### src/logic/memmap_consts.svh
// Map sized for a short simulation image; a full game image needs larger bank starts
`ifndef MEMMAP_CONSTS_SVH
`define MEMMAP_CONSTS_SVH

// Address widths
`define IOCTL_AW   25              // Loader byte address
`define SDRAM_AW   22              // Bank word address
`define SLOT_AW    18              // Slot word address

// Download layout in bytes
`define HEADER_LEN 25'd16          // Header bytes ahead of the ROM image

// ROM image byte addresses, counted after the header
`define BA1_START  25'h0_0040      // First graphics byte, start of bank 1
`define SND_START  25'h0_0060      // Sound ROM sits above graphics in bank 1

// Word offsets inside a bank
`define RAM_OFFSET 22'h00100       // Work RAM above program ROM in bank 0
`define SND_OFFSET 22'h00010       // Equals (SND_START - BA1_START) / 2

`endif
### src/logic/memmap_pkg.sv
// Types shared by the loader, the bank arbiters and the SDRAM model; 22-bit word addresses only
package memmap_pkg;

    // Slot access state
    typedef enum logic [1:0] {
        ST_IDLE      = 2'd0,  // No access in flight
        ST_WAIT_ACK  = 2'd1,  // Strobe high, waiting for the controller
        ST_WAIT_DATA = 2'd2,  // Read accepted, data not back yet
        ST_VALID     = 2'd3   // Access finished for the stored address
    } slot_state_e;

    // Bank request towards the SDRAM controller, 42 bits
    typedef struct packed {
        logic [21:0] addr;    // Word address
        logic        rd;
        logic        wr;
        logic [15:0] din;     // Write data
        logic [1:0]  mask;    // Active low byte mask
    } sdram_req_t;

    // Controller strobes back to one bank
    // Read data comes on the shared data_read bus
    typedef struct packed {
        logic ack;            // Request taken
        logic dst;            // First data cycle
        logic rdy;            // data_read holds the word
    } sdram_rsp_t;

    // Programming write from the ROM download, 43 bits
    typedef struct packed {
        logic [21:0] addr;    // Word address inside the bank
        logic [15:0] data;
        logic [1:0]  mask;    // Active low, both bytes written during download
        logic [1:0]  ba;      // Target bank
        logic        we;      // Level, held until prog_ack
    } prog_req_t;

endpackage

### src/logic/memmap_top.sv
// Banks 0 and 1 only; no decryption or video gating, the SDRAM controller sits outside
`timescale 1ns/1ns
`include "memmap_consts.svh"

module memmap_top (
    input  logic                   clk,
    input  logic                   reset,

    // ROM download
    input  logic                   downloading,
    input  logic [`IOCTL_AW-1:0]   ioctl_addr,
    input  logic [7:0]             ioctl_dout,
    input  logic                   ioctl_wr,

    // Header results
    output logic [1:0]             game_id,
    output logic                   dec_en,

    // Work RAM
    input  logic                   ram_cs,
    input  logic [`SLOT_AW-1:0]    ram_addr,
    input  logic                   ram_rnw,
    input  logic [15:0]            ram_din,
    input  logic [1:0]             ram_dsn,
    output logic [15:0]            ram_data,
    output logic                   ram_ok,

    // Program ROM
    input  logic                   rom_cs,
    input  logic [`SLOT_AW-1:0]    rom_addr,
    output logic [15:0]            rom_data,
    output logic                   rom_ok,

    // Graphics ROM
    input  logic                   gfx_cs,
    input  logic [`SLOT_AW-1:0]    gfx_addr,
    output logic [15:0]            gfx_data,
    output logic                   gfx_ok,

    // Sound ROM
    input  logic                   snd_cs,
    input  logic [`SLOT_AW-1:0]    snd_addr,
    output logic [15:0]            snd_data,
    output logic                   snd_ok,

    // SDRAM controller
    output memmap_pkg::sdram_req_t ba0_req,
    output memmap_pkg::sdram_req_t ba1_req,
    input  memmap_pkg::sdram_rsp_t ba0_rsp,
    input  memmap_pkg::sdram_rsp_t ba1_rsp,
    input  logic [15:0]            data_read,
    output memmap_pkg::prog_req_t  prog,
    input  logic                   prog_ack,
    output logic                   dwnld_busy
);

    logic [1:0] fd_en;

    rom_loader u_loader (
        .clk         ( clk         ),
        .reset       ( reset       ),
        .downloading ( downloading ),
        .ioctl_addr  ( ioctl_addr  ),
        .ioctl_dout  ( ioctl_dout  ),
        .ioctl_wr    ( ioctl_wr    ),
        .prog_ack    ( prog_ack    ),
        .prog        ( prog        ),
        .game_id     ( game_id     ),
        .fd_en       ( fd_en       ),
        .dwnld_busy  ( dwnld_busy  )
    );

    // Either decoder enables decoding
    always_ff @(posedge clk) begin
        if (reset) begin
            dec_en <= 1'b0;
        end else begin
            dec_en <= |fd_en;
        end
    end

    // Bank 0 with work RAM on the write slot
    bank_slots #(
        .SLOT0_WRITE ( 1'b1        ),
        .OFFSET0     ( `RAM_OFFSET ),
        .OFFSET1     ( 22'd0       )
    ) u_bank0 (
        .clk        ( clk         ),
        .reset      ( reset       ),
        .hold       ( downloading ),
        .slot0_cs   ( ram_cs      ),
        .slot1_cs   ( rom_cs      ),
        .slot0_addr ( ram_addr    ),
        .slot1_addr ( rom_addr    ),
        .slot0_rnw  ( ram_rnw     ),
        .slot0_din  ( ram_din     ),
        .slot0_dsn  ( ram_dsn     ),
        .rsp        ( ba0_rsp     ),
        .data_read  ( data_read   ),
        .req        ( ba0_req     ),
        .slot0_dout ( ram_data    ),
        .slot1_dout ( rom_data    ),
        .slot0_ok   ( ram_ok      ),
        .slot1_ok   ( rom_ok      )
    );

    // Bank 1 is read only
    bank_slots #(
        .SLOT0_WRITE ( 1'b0        ),
        .OFFSET0     ( 22'd0       ),
        .OFFSET1     ( `SND_OFFSET )
    ) u_bank1 (
        .clk        ( clk         ),
        .reset      ( reset       ),
        .hold       ( downloading ),
        .slot0_cs   ( gfx_cs      ),
        .slot1_cs   ( snd_cs      ),
        .slot0_addr ( gfx_addr    ),
        .slot1_addr ( snd_addr    ),
        .slot0_rnw  ( 1'b1        ),
        .slot0_din  ( 16'd0       ),
        .slot0_dsn  ( 2'b11       ),
        .rsp        ( ba1_rsp     ),
        .data_read  ( data_read   ),
        .req        ( ba1_req     ),
        .slot0_dout ( gfx_data    ),
        .slot1_dout ( snd_data    ),
        .slot0_ok   ( gfx_ok      ),
        .slot1_ok   ( snd_ok      )
    );

endmodule

### src/logic/bank_slots.sv
// Two slots on one SDRAM bank; slot 0 has priority, only slot 0 writes, one request in flight
`timescale 1ns/1ns
`include "memmap_consts.svh"

module bank_slots #(
    parameter bit          SLOT0_WRITE = 1'b0,
    parameter logic [21:0] OFFSET0     = 22'd0,
    parameter logic [21:0] OFFSET1     = 22'd0
) (
    input  logic                   clk,
    input  logic                   reset,
    input  logic                   hold,
    input  logic                   slot0_cs,
    input  logic                   slot1_cs,
    input  logic [`SLOT_AW-1:0]    slot0_addr,
    input  logic [`SLOT_AW-1:0]    slot1_addr,
    input  logic                   slot0_rnw,
    input  logic [15:0]            slot0_din,
    input  logic [1:0]             slot0_dsn,
    input  memmap_pkg::sdram_rsp_t rsp,
    input  logic [15:0]            data_read,
    output memmap_pkg::sdram_req_t req,
    output logic [15:0]            slot0_dout,
    output logic [15:0]            slot1_dout,
    output logic                   slot0_ok,
    output logic                   slot1_ok
);

    memmap_pkg::slot_state_e st [2];
    logic [`SLOT_AW-1:0]     addr_in [2];
    logic [`SLOT_AW-1:0]     saddr [2];    // Address of the last access
    logic [15:0]             sword [2];    // Last word read
    logic [1:0]              cs_in;
    logic [1:0]              rnw_in;
    logic [1:0]              srnw;         // Last access was a read
    logic [1:0]              cached;       // sword matches saddr
    logic [1:0]              ok;
    logic [1:0]              match;
    logic [1:0]              hit;
    logic [1:0]              held;
    logic [1:0]              settled;
    logic [1:0]              serve;
    logic [1:0]              want;
    logic [1:0]              issue;
    logic [1:0]              ack_in;
    logic [1:0]              fill;
    logic                    owner;        // Slot holding the bus
    logic                    busy;
    logic                    bus_free;
    logic                    req_rd;
    logic                    req_wr;
    logic [21:0]             req_addr;
    logic [15:0]             req_din;
    logic [1:0]              req_mask;

    assign cs_in      = {slot1_cs, slot0_cs};
    assign rnw_in     = {1'b1, SLOT0_WRITE ? slot0_rnw : 1'b1};
    assign addr_in[0] = slot0_addr;
    assign addr_in[1] = slot1_addr;

    always_comb begin
        for (int i = 0; i < 2; i++) begin
            match[i]   = addr_in[i] == saddr[i];
            hit[i]     = cached[i] && match[i] && rnw_in[i];
            // Finished write still held by the CPU
            held[i]    = st[i] == memmap_pkg::ST_VALID && match[i] && !srnw[i] && !rnw_in[i];
            settled[i] = st[i] == memmap_pkg::ST_IDLE || st[i] == memmap_pkg::ST_VALID;
            serve[i]   = cs_in[i] && settled[i] && (hit[i] || held[i]);
            want[i]    = cs_in[i] && settled[i] && !(hit[i] || held[i]);
            ack_in[i]  = rsp.ack && int'(owner) == i && st[i] == memmap_pkg::ST_WAIT_ACK;
            fill[i]    = rsp.rdy && int'(owner) == i && st[i] == memmap_pkg::ST_WAIT_DATA;
        end
    end

    assign busy     = !settled[0] || !settled[1];
    assign bus_free = !hold && !busy;
    assign issue[0] = want[0] && bus_free;
    assign issue[1] = want[1] && !want[0] && bus_free;   // Slot 0 first

    always_ff @(posedge clk) begin
        if (reset) begin
            for (int i = 0; i < 2; i++) begin
                st[i] <= memmap_pkg::ST_IDLE;
            end
            cached <= '0;
            ok     <= '0;
            owner  <= 1'b0;
            req_rd <= 1'b0;
            req_wr <= 1'b0;
        end else begin
            for (int i = 0; i < 2; i++) begin
                if (issue[i]) begin
                    st[i]     <= memmap_pkg::ST_WAIT_ACK;
                    cached[i] <= 1'b0;   // Old word gone, writes included
                    ok[i]     <= 1'b0;
                end else if (serve[i]) begin
                    st[i] <= memmap_pkg::ST_VALID;
                    ok[i] <= 1'b1;
                end else if (ack_in[i]) begin
                    st[i] <= srnw[i] ? memmap_pkg::ST_WAIT_DATA : memmap_pkg::ST_VALID;
                    ok[i] <= !srnw[i] && cs_in[i] && match[i];   // Write ends here
                end else if (fill[i]) begin
                    st[i]     <= memmap_pkg::ST_VALID;
                    cached[i] <= 1'b1;
                    ok[i]     <= cs_in[i] && match[i];
                end else if (settled[i]) begin
                    st[i] <= memmap_pkg::ST_IDLE;   // Deselected or waiting its turn
                    ok[i] <= 1'b0;
                end
            end
            if (issue[0] || issue[1]) begin
                owner  <= issue[1];
                req_rd <= issue[0] ? rnw_in[0] : 1'b1;
                req_wr <= issue[0] && !rnw_in[0];
            end else if (ack_in[0] || ack_in[1]) begin
                req_rd <= 1'b0;
                req_wr <= 1'b0;
            end
        end
    end

    // Access payload
    always_ff @(posedge clk) begin
        for (int i = 0; i < 2; i++) begin
            if (issue[i]) begin
                saddr[i] <= addr_in[i];
                srnw[i]  <= rnw_in[i];
            end
            if (fill[i]) begin
                sword[i] <= data_read;
            end
        end
        if (issue[0]) begin
            req_addr <= {{(22 - `SLOT_AW){1'b0}}, slot0_addr} + OFFSET0;
            req_din  <= slot0_din;
            req_mask <= slot0_dsn;
        end else if (issue[1]) begin
            req_addr <= {{(22 - `SLOT_AW){1'b0}}, slot1_addr} + OFFSET1;
        end
    end

    assign req = '{
        addr: req_addr,
        rd:   req_rd,
        wr:   req_wr,
        din:  req_din,
        mask: req_mask
    };

    assign slot0_dout = sword[0];
    assign slot1_dout = sword[1];
    assign slot0_ok   = ok[0];
    assign slot1_ok   = ok[1];

    a_rd_wr_excl: assert property (
        @(posedge clk) disable iff (reset)
        !(req.rd && req.wr)
    ) else $error("bank requested read and write together");

    // Controller data strobes only come back for an access in flight
    a_data_busy: assert property (
        @(posedge clk) disable iff (reset)
        (rsp.dst || rsp.rdy) |-> busy
    ) else $error("data strobe with the bank idle");

endmodule

### src/logic/rom_loader.sv
// Expects loader bytes in address order, no new byte while a write is pending, even image length
`timescale 1ns/1ns
`include "memmap_consts.svh"

module rom_loader (
    input  logic                  clk,
    input  logic                  reset,
    input  logic                  downloading,
    input  logic [`IOCTL_AW-1:0]  ioctl_addr,
    input  logic [7:0]            ioctl_dout,
    input  logic                  ioctl_wr,
    input  logic                  prog_ack,
    output memmap_pkg::prog_req_t prog,
    output logic [1:0]            game_id,
    output logic [1:0]            fd_en,
    output logic                  dwnld_busy
);

    logic [`IOCTL_AW-1:0] rom_addr;   // Byte address past the header
    logic [`IOCTL_AW-1:0] bank_addr;  // Byte address inside the target bank
    logic                 header;
    logic                 accept;
    logic                 in_ba1;
    logic [7:0]           low_byte;   // Even byte waiting for its pair
    logic                 prog_we;
    logic [`SDRAM_AW-1:0] prog_addr;
    logic [15:0]          prog_data;
    logic [1:0]           prog_ba;

    assign header    = ioctl_addr < `HEADER_LEN;
    assign accept    = downloading && ioctl_wr && !prog_we;
    assign rom_addr  = ioctl_addr - `HEADER_LEN;
    assign in_ba1    = rom_addr >= `BA1_START;
    assign bank_addr = in_ba1 ? rom_addr - `BA1_START : rom_addr;

    // Busy until the final word is in SDRAM
    assign dwnld_busy = downloading | prog_we;

    assign prog = '{
        addr: prog_addr,
        data: prog_data,
        mask: 2'b00,
        ba:   prog_ba,
        we:   prog_we
    };

    // Header decode and write strobe
    always_ff @(posedge clk) begin
        if (reset) begin
            prog_we <= 1'b0;
            fd_en   <= '0;
            game_id <= '0;
        end else begin
            if (prog_we && prog_ack) begin
                prog_we <= 1'b0;
            end
            if (accept && header) begin
                if (ioctl_addr[3:0] == 4'd0) begin
                    fd_en <= ioctl_dout[1:0];     // Decoder enables
                end
                if (ioctl_addr[3:0] == 4'd1) begin
                    game_id <= ioctl_dout[1:0];
                end
            end
            if (accept && !header && rom_addr[0]) begin
                prog_we <= 1'b1;                  // Odd byte completes a word
            end
        end
    end

    // Word assembly, little endian
    always_ff @(posedge clk) begin
        if (accept && !header) begin
            if (!rom_addr[0]) begin
                low_byte <= ioctl_dout;
            end else begin
                prog_data <= {ioctl_dout, low_byte};
                prog_addr <= bank_addr[`SDRAM_AW:1];
                prog_ba   <= in_ba1 ? 2'd1 : 2'd0;
            end
        end
    end

    // Strobe only drops after the controller took the word
    a_we_held: assert property (
        @(posedge clk) disable iff (reset)
        $fell(prog_we) |-> $past(prog_ack)
    ) else $error("programming strobe dropped without prog_ack");

    // Loader must wait for the pending write
    a_no_overrun: assert property (
        @(posedge clk) disable iff (reset)
        prog_we |-> !(downloading && ioctl_wr)
    ) else $error("loader byte arrived while a write was pending");

endmodule

### config.mk
export PLATFORM = sky130hd
export DESIGN_NAME = memmap_top
export DESIGN_NICKNAME = d
export VERILOG_FILES = /design/src/logic/memmap_pkg.sv /design/src/logic/memmap_top.sv /design/src/logic/bank_slots.sv /design/src/logic/rom_loader.sv
export VERILOG_INCLUDE_DIRS = /design/src /design/src/logic
export SDC_FILE = /design/constraint.sdc
export NUM_CORES = 1
export LEC_CHECK = 0
export BUFFER_PORTS_ARGS = -buffer_cell sky130_fd_sc_hd__buf_2
export CORE_MARGIN = 1.5
export CORE_UTILIZATION = 56
export DETAILED_ROUTE_END_ITERATION = 10
export GPL_TIMING_DRIVEN = 1
export PLACE_DENSITY = 0.94
export SETUP_SLACK_MARGIN = 0.1
export SYNTH_ARGS = -nofsm -noshare
export SYNTH_HDL_FRONTEND = slang
export SYNTH_HIERARCHICAL = 1
export SYNTH_SLANG_ARGS = --single-unit
### constraint.sdc
create_clock -name clk -period 7.81 [get_ports clk]
set_input_delay 0.3905 -clock clk [delete_from_list [all_inputs] [get_ports clk]]
set_output_delay 0.3905 -clock clk [all_outputs]
set_load 0.01 [all_outputs]
==> results.sh <==
export IMPL_grt_antenna_before_repair=2
export IMPL_status="complete, no violations"
export IMPL_cp_buffers_inverters=3
export IMPL_rr_startpoint="u_bank1/st[1][0]"
export IMPL_detail_route_iter0_violations=538
export IMPL_p_int_mw=3.06
export IMPL_routed_wl_met2_mm=14.2
export IMPL_final_period_utilization_pct=38.9
export IMPL_power_ir_vdd_worst_v=0.000210
export IMPL_cts_repair_resized=0
export IMPL_setup_worst_path_start="ioctl_addr[4]"
export IMPL_wirelength_mm=28.5
export IMPL_drive_gt1_share_pct=37.2
export IMPL_route_antenna_remaining_nets=0
export IMPL_postCtsSetupRepairBufs=0
export IMPL_power_switching_share_pct=27.7
export IMPL_path_depth=12
export IMPL_p_seq_share_pct=48.2
export IMPL_postCtsHoldBufs=0
export IMPL_routedWlPerCell_um=18.9
export IMPL_globalRouteTotalUtil_pct=23.5
export IMPL_longest_clk_path_bufs=3
export IMPL_grt_remaining_overflow=0
export IMPL_timing_setup_tns_ns=0
export IMPL_worst_pin_slew_ns=0.932
export IMPL_clock_network_fraction_of_design_power_pct=31.7
export IMPL_pwr_density_cell_nw_per_um2=278
export IMPL_synth_simple_area_share_pct=11.7
export IMPL_drt_pass1_iterations=8
export IMPL_floorplan_die_width_um=152
export IMPL_globalplace_congestion=0.876
export IMPL_rsz0062_at_grt="false"
export IMPL_critical_path_reg2reg_endpoint="u_bank1/req_addr[9]"
export IMPL_cp_slowest_cell="nor3b_2"
export IMPL_std_cell_rows=54
export IMPL_path_cells="buf_2, inv_1, ha_1, nor3b_2, nand3_1, or3_1, a311oi_2, and3_2, o211a_4, inv_4, and3_4, xnor2_2"
export IMPL_largest_net_degree_at_the_start_of_global_routing=72
export IMPL_initial_cell_density_of_the_core_pct=56.8
export IMPL_hold_path_class="input port to register"
export IMPL_drv_max_cap_violation_count=0
export IMPL_yosysWarnings=6
export IMPL_synthAdderAreaFrac_pct=1.52
export IMPL_synth_top_cell_area_share_pct=64.4
export IMPL_m1WireLength_mm=10.9
export IMPL_die_area_um2=23000
export IMPL_maxUsedRoutingLayer="met4"
export IMPL_via_count=8230
export IMPL_finalSetupViolations=0
export IMPL_met3_length_mm=2.56
export IMPL_async_reset_ff_share_pct=0
export IMPL_timing_setup_critical_path_class="input port to register"
export IMPL_synth_area_leader_cell="edfxtp_1"
export IMPL_crit_fanout=11
export IMPL_synthesis_instances=840
export IMPL_critical_path_required_ns=8.09
export IMPL_synth_compound_area_share_pct=5.48
export IMPL_cp_end_kind="register"
export IMPL_synth_seq_cells=285
export IMPL_numPortBuffers=341
export IMPL_drt_drc_violations_left=0
export IMPL_critical_path_max_stage_delay_ns=0.54
export IMPL_final_critical_delay_including_setup_and_external_delays_ns=3.04
export IMPL_worst_setup_hold_path_clk_slew_ns=0.06
export IMPL_post_synth_num_cell_types=84
export IMPL_fin_skew_ns=0.0126
export IMPL_cellLeakagePower_nw=5.80
export IMPL_htreeDepth=1
export IMPL_synth_xor_area_share_pct=8.07
export IMPL_synth_top_family_by_area="simple AND/OR/NAND/NOR gates"
export IMPL_tritoncts="yes"
export IMPL_syn_to_final_growth_pct=23.4
export IMPL_vias_per_cell=5.45
export IMPL_numCtsBuffers=28
export IMPL_worst_skew_pair_late_latency_ns=0.53
export IMPL_detailed_place_hpwl_mm=20.9
export IMPL_power_switching_mw=1.17
export IMPL_timing_final_max_slew_violations=0
export IMPL_synth_flop_cell="edfxtp_1"
export IMPL_fmax_mhz=329
export IMPL_worstSetupStartpointType="input port"
export IMPL_max_slew_margin_pct=37.8
export IMPL_grt_pass1_wl_mm=41.5
export IMPL_cts_sinks=285
export IMPL_cts_root_buffer_cell="clkbuf_16"
export IMPL_cp_data_arrival_time_ns=3.32
export IMPL_synthesis_area_um2=12400
export IMPL_synth_enable_flop_cells=265
export IMPL_vias_in_the_first_global_route=7883
export IMPL_synth_seq_area_share_pct=67.7
export IMPL_post_synth_cell_area_avg_um2=14.7
export IMPL_worstRegToRegCells=6
export IMPL_cp_delay_by_family_top="simple AND/OR/NAND/NOR gates"
export IMPL_final_hold_violation_count=0
export IMPL_design_core_area_um2=21800
export IMPL_synthMuxAreaShare_pct=2.57
export IMPL_register_to_register_setup_slack_ns=4.81
export IMPL_fp_dieH_um=152
export IMPL_fin_nets=1376
export IMPL_synth_top_cells_by_area="edfxtp_1 (64%), xor2_1 (4.4%), xnor2_1 (3.5%)"
export IMPL_pin_count=354
export IMPL_power_combinational_fraction_pct=20.1
export IMPL_design_power_total_mw=4.24
export IMPL_endpoint="u_loader/prog_addr[9]"
## Yosys cell counts, types with 3 or more instances
cell type and number:
buf_4 16, nor4b_1 3, nor2b_1 8, conb_1 5, ha_1 15, nand4b_1 3, inv_1 24, xnor2_1 50
and2_1 6, nor3_1 25, nand2b_1 12, mux2_2 22, nor4_2 6, inv_2 3, nor4_1 9, a22oi_1 3
nor2_1 49, nand4_1 13, edfxtp_1 265, or3_1 5, nor3_2 4, mux2i_1 7, or2_2 3, a2111oi_4 3
o21ai_0 16, buf_6 7, and3_1 7, nor4_4 3, a21oi_1 25, clkbuf_1 6, dfxtp_1 20, nand3b_1 5
xor2_1 62, nand2_1 42, a31oi_1 8, nand3_1 25
## worst reg2reg max path, stage by stage, from the launching register on
cell	delay, ns
edfxtp_1	0.35
inv_1	0.05
ha_1	0.44
nor2b_1	0.52
nand2_4	0.31
inv_2	0.74
o21ai_0	0.27
## cells in the final DEF (no fill, tap or decap), types with 13 or more instances in the layout
cell / n
nor3_1: 25
conb_1: 28
a21oi_1: 25
mux2_2: 22
nand4_1: 13
nand2_1: 42
nand3_1: 25
ha_1: 15
dfxtp_1: 20
xnor2_1: 50
nor2_1: 49
o21ai_0: 16
inv_1: 24
edfxtp_1: 265
xor2_1: 62
clkbuf_16: 28
buf_2: 341
## sequential cells by signal, indices dropped and copies added (netlist names), 4 cells and up
| register | cells |
|---|---|
| u_bank0/req_addr | 19 |
| u_bank0/req_din | 16 |
| u_bank0/saddr | 36 |
| u_bank0/st | 4 |
| u_bank0/sword | 32 |
| u_bank1/req_addr | 19 |
| u_bank1/req_din | 16 |
| u_bank1/saddr | 36 |
| u_bank1/st | 4 |
| u_bank1/sword | 32 |
| u_loader/low_byte | 8 |
| u_loader/prog_addr | 22 |
| u_loader/prog_data | 16 |
## power by group through the flow
stage	logic (mW)	clock network [mW]	registers (mW)
after floorplan	0.469	0	2.12
after global placement	0.800	0	2.06
after detailed placement	0.835	0	2.07
after CTS	0.844	1.37	2.04
after global routing	0.916	1.42	2.06
final	0.851	1.34	2.04
## worst min path at each step
stage	depth (start not counted)	slack, ns	endpoint	from
final	1	0.02	u_bank0/req_mask[1]	ram_dsn[1]
after global routing	1	0.002	u_bank0/req_din[7]	ram_din[7]
after detailed placement	0	0.40	u_loader/prog_data[2]	u_loader/low_byte[2]
after floorplan	0	0.40	u_loader/prog_data[0]	u_loader/low_byte[0]
after global placement	0	0.40	u_loader/prog_data[3]	u_loader/low_byte[3]
after CTS	1	0.0006	u_bank0/req_mask[1]	ram_dsn[1]
## per-layer routing
metal / GRT usage, % / up-vias
li1: - / 3819
met1: 29.0 / 3933
met2: 40.6 / 414
met3: 5.36 / 64
met4: 8.56 / 0
met5: 0 / -
## area by class of cell
class | instances | area, µm²
Antenna cell | 4 | 10.0
Clock buffer | 33 | 719
Clock inverter | 17 | 206
Fill cell | 1409 | 6510
Inverter | 28 | 108
Multi-Input combinational cell | 517 | 3750
Sequential cell | 285 | 8360
Tap cell | 280 | 350
Timing Repair Buffer | 346 | 1750
## logic make-up (layout without fill, tap and decap cells)
family / count (synthesis) / in the layout
adders and majority gates: 15 / 15
DFF: 285 / 285
buffers and inverters: 61 / 424
and+or+nand+nor: 246 / 246
other: 5 / 32
muxes: 29 / 29
xor gates and xnor gates: 113 / 113
AOI/OAI and AO/OA: 86 / 86
## stage by stage
stage	area, µm²	cells	worst slack (ns)	hold slack [ns]	utilization (%)
after floorplan	12400	863	3.09	0.400	-
final	15200	1510	4.77	0.0245	70.1
after global routing	15200	1507	4.61	0.00204	70.0
after global placement	14300	1455	4.28	0.400	65.7
after detailed placement	14300	1455	4.26	0.405	65.7
after CTS	15200	1505	4.82	0.000568	70.0
(Power assumes the default switching activity.)
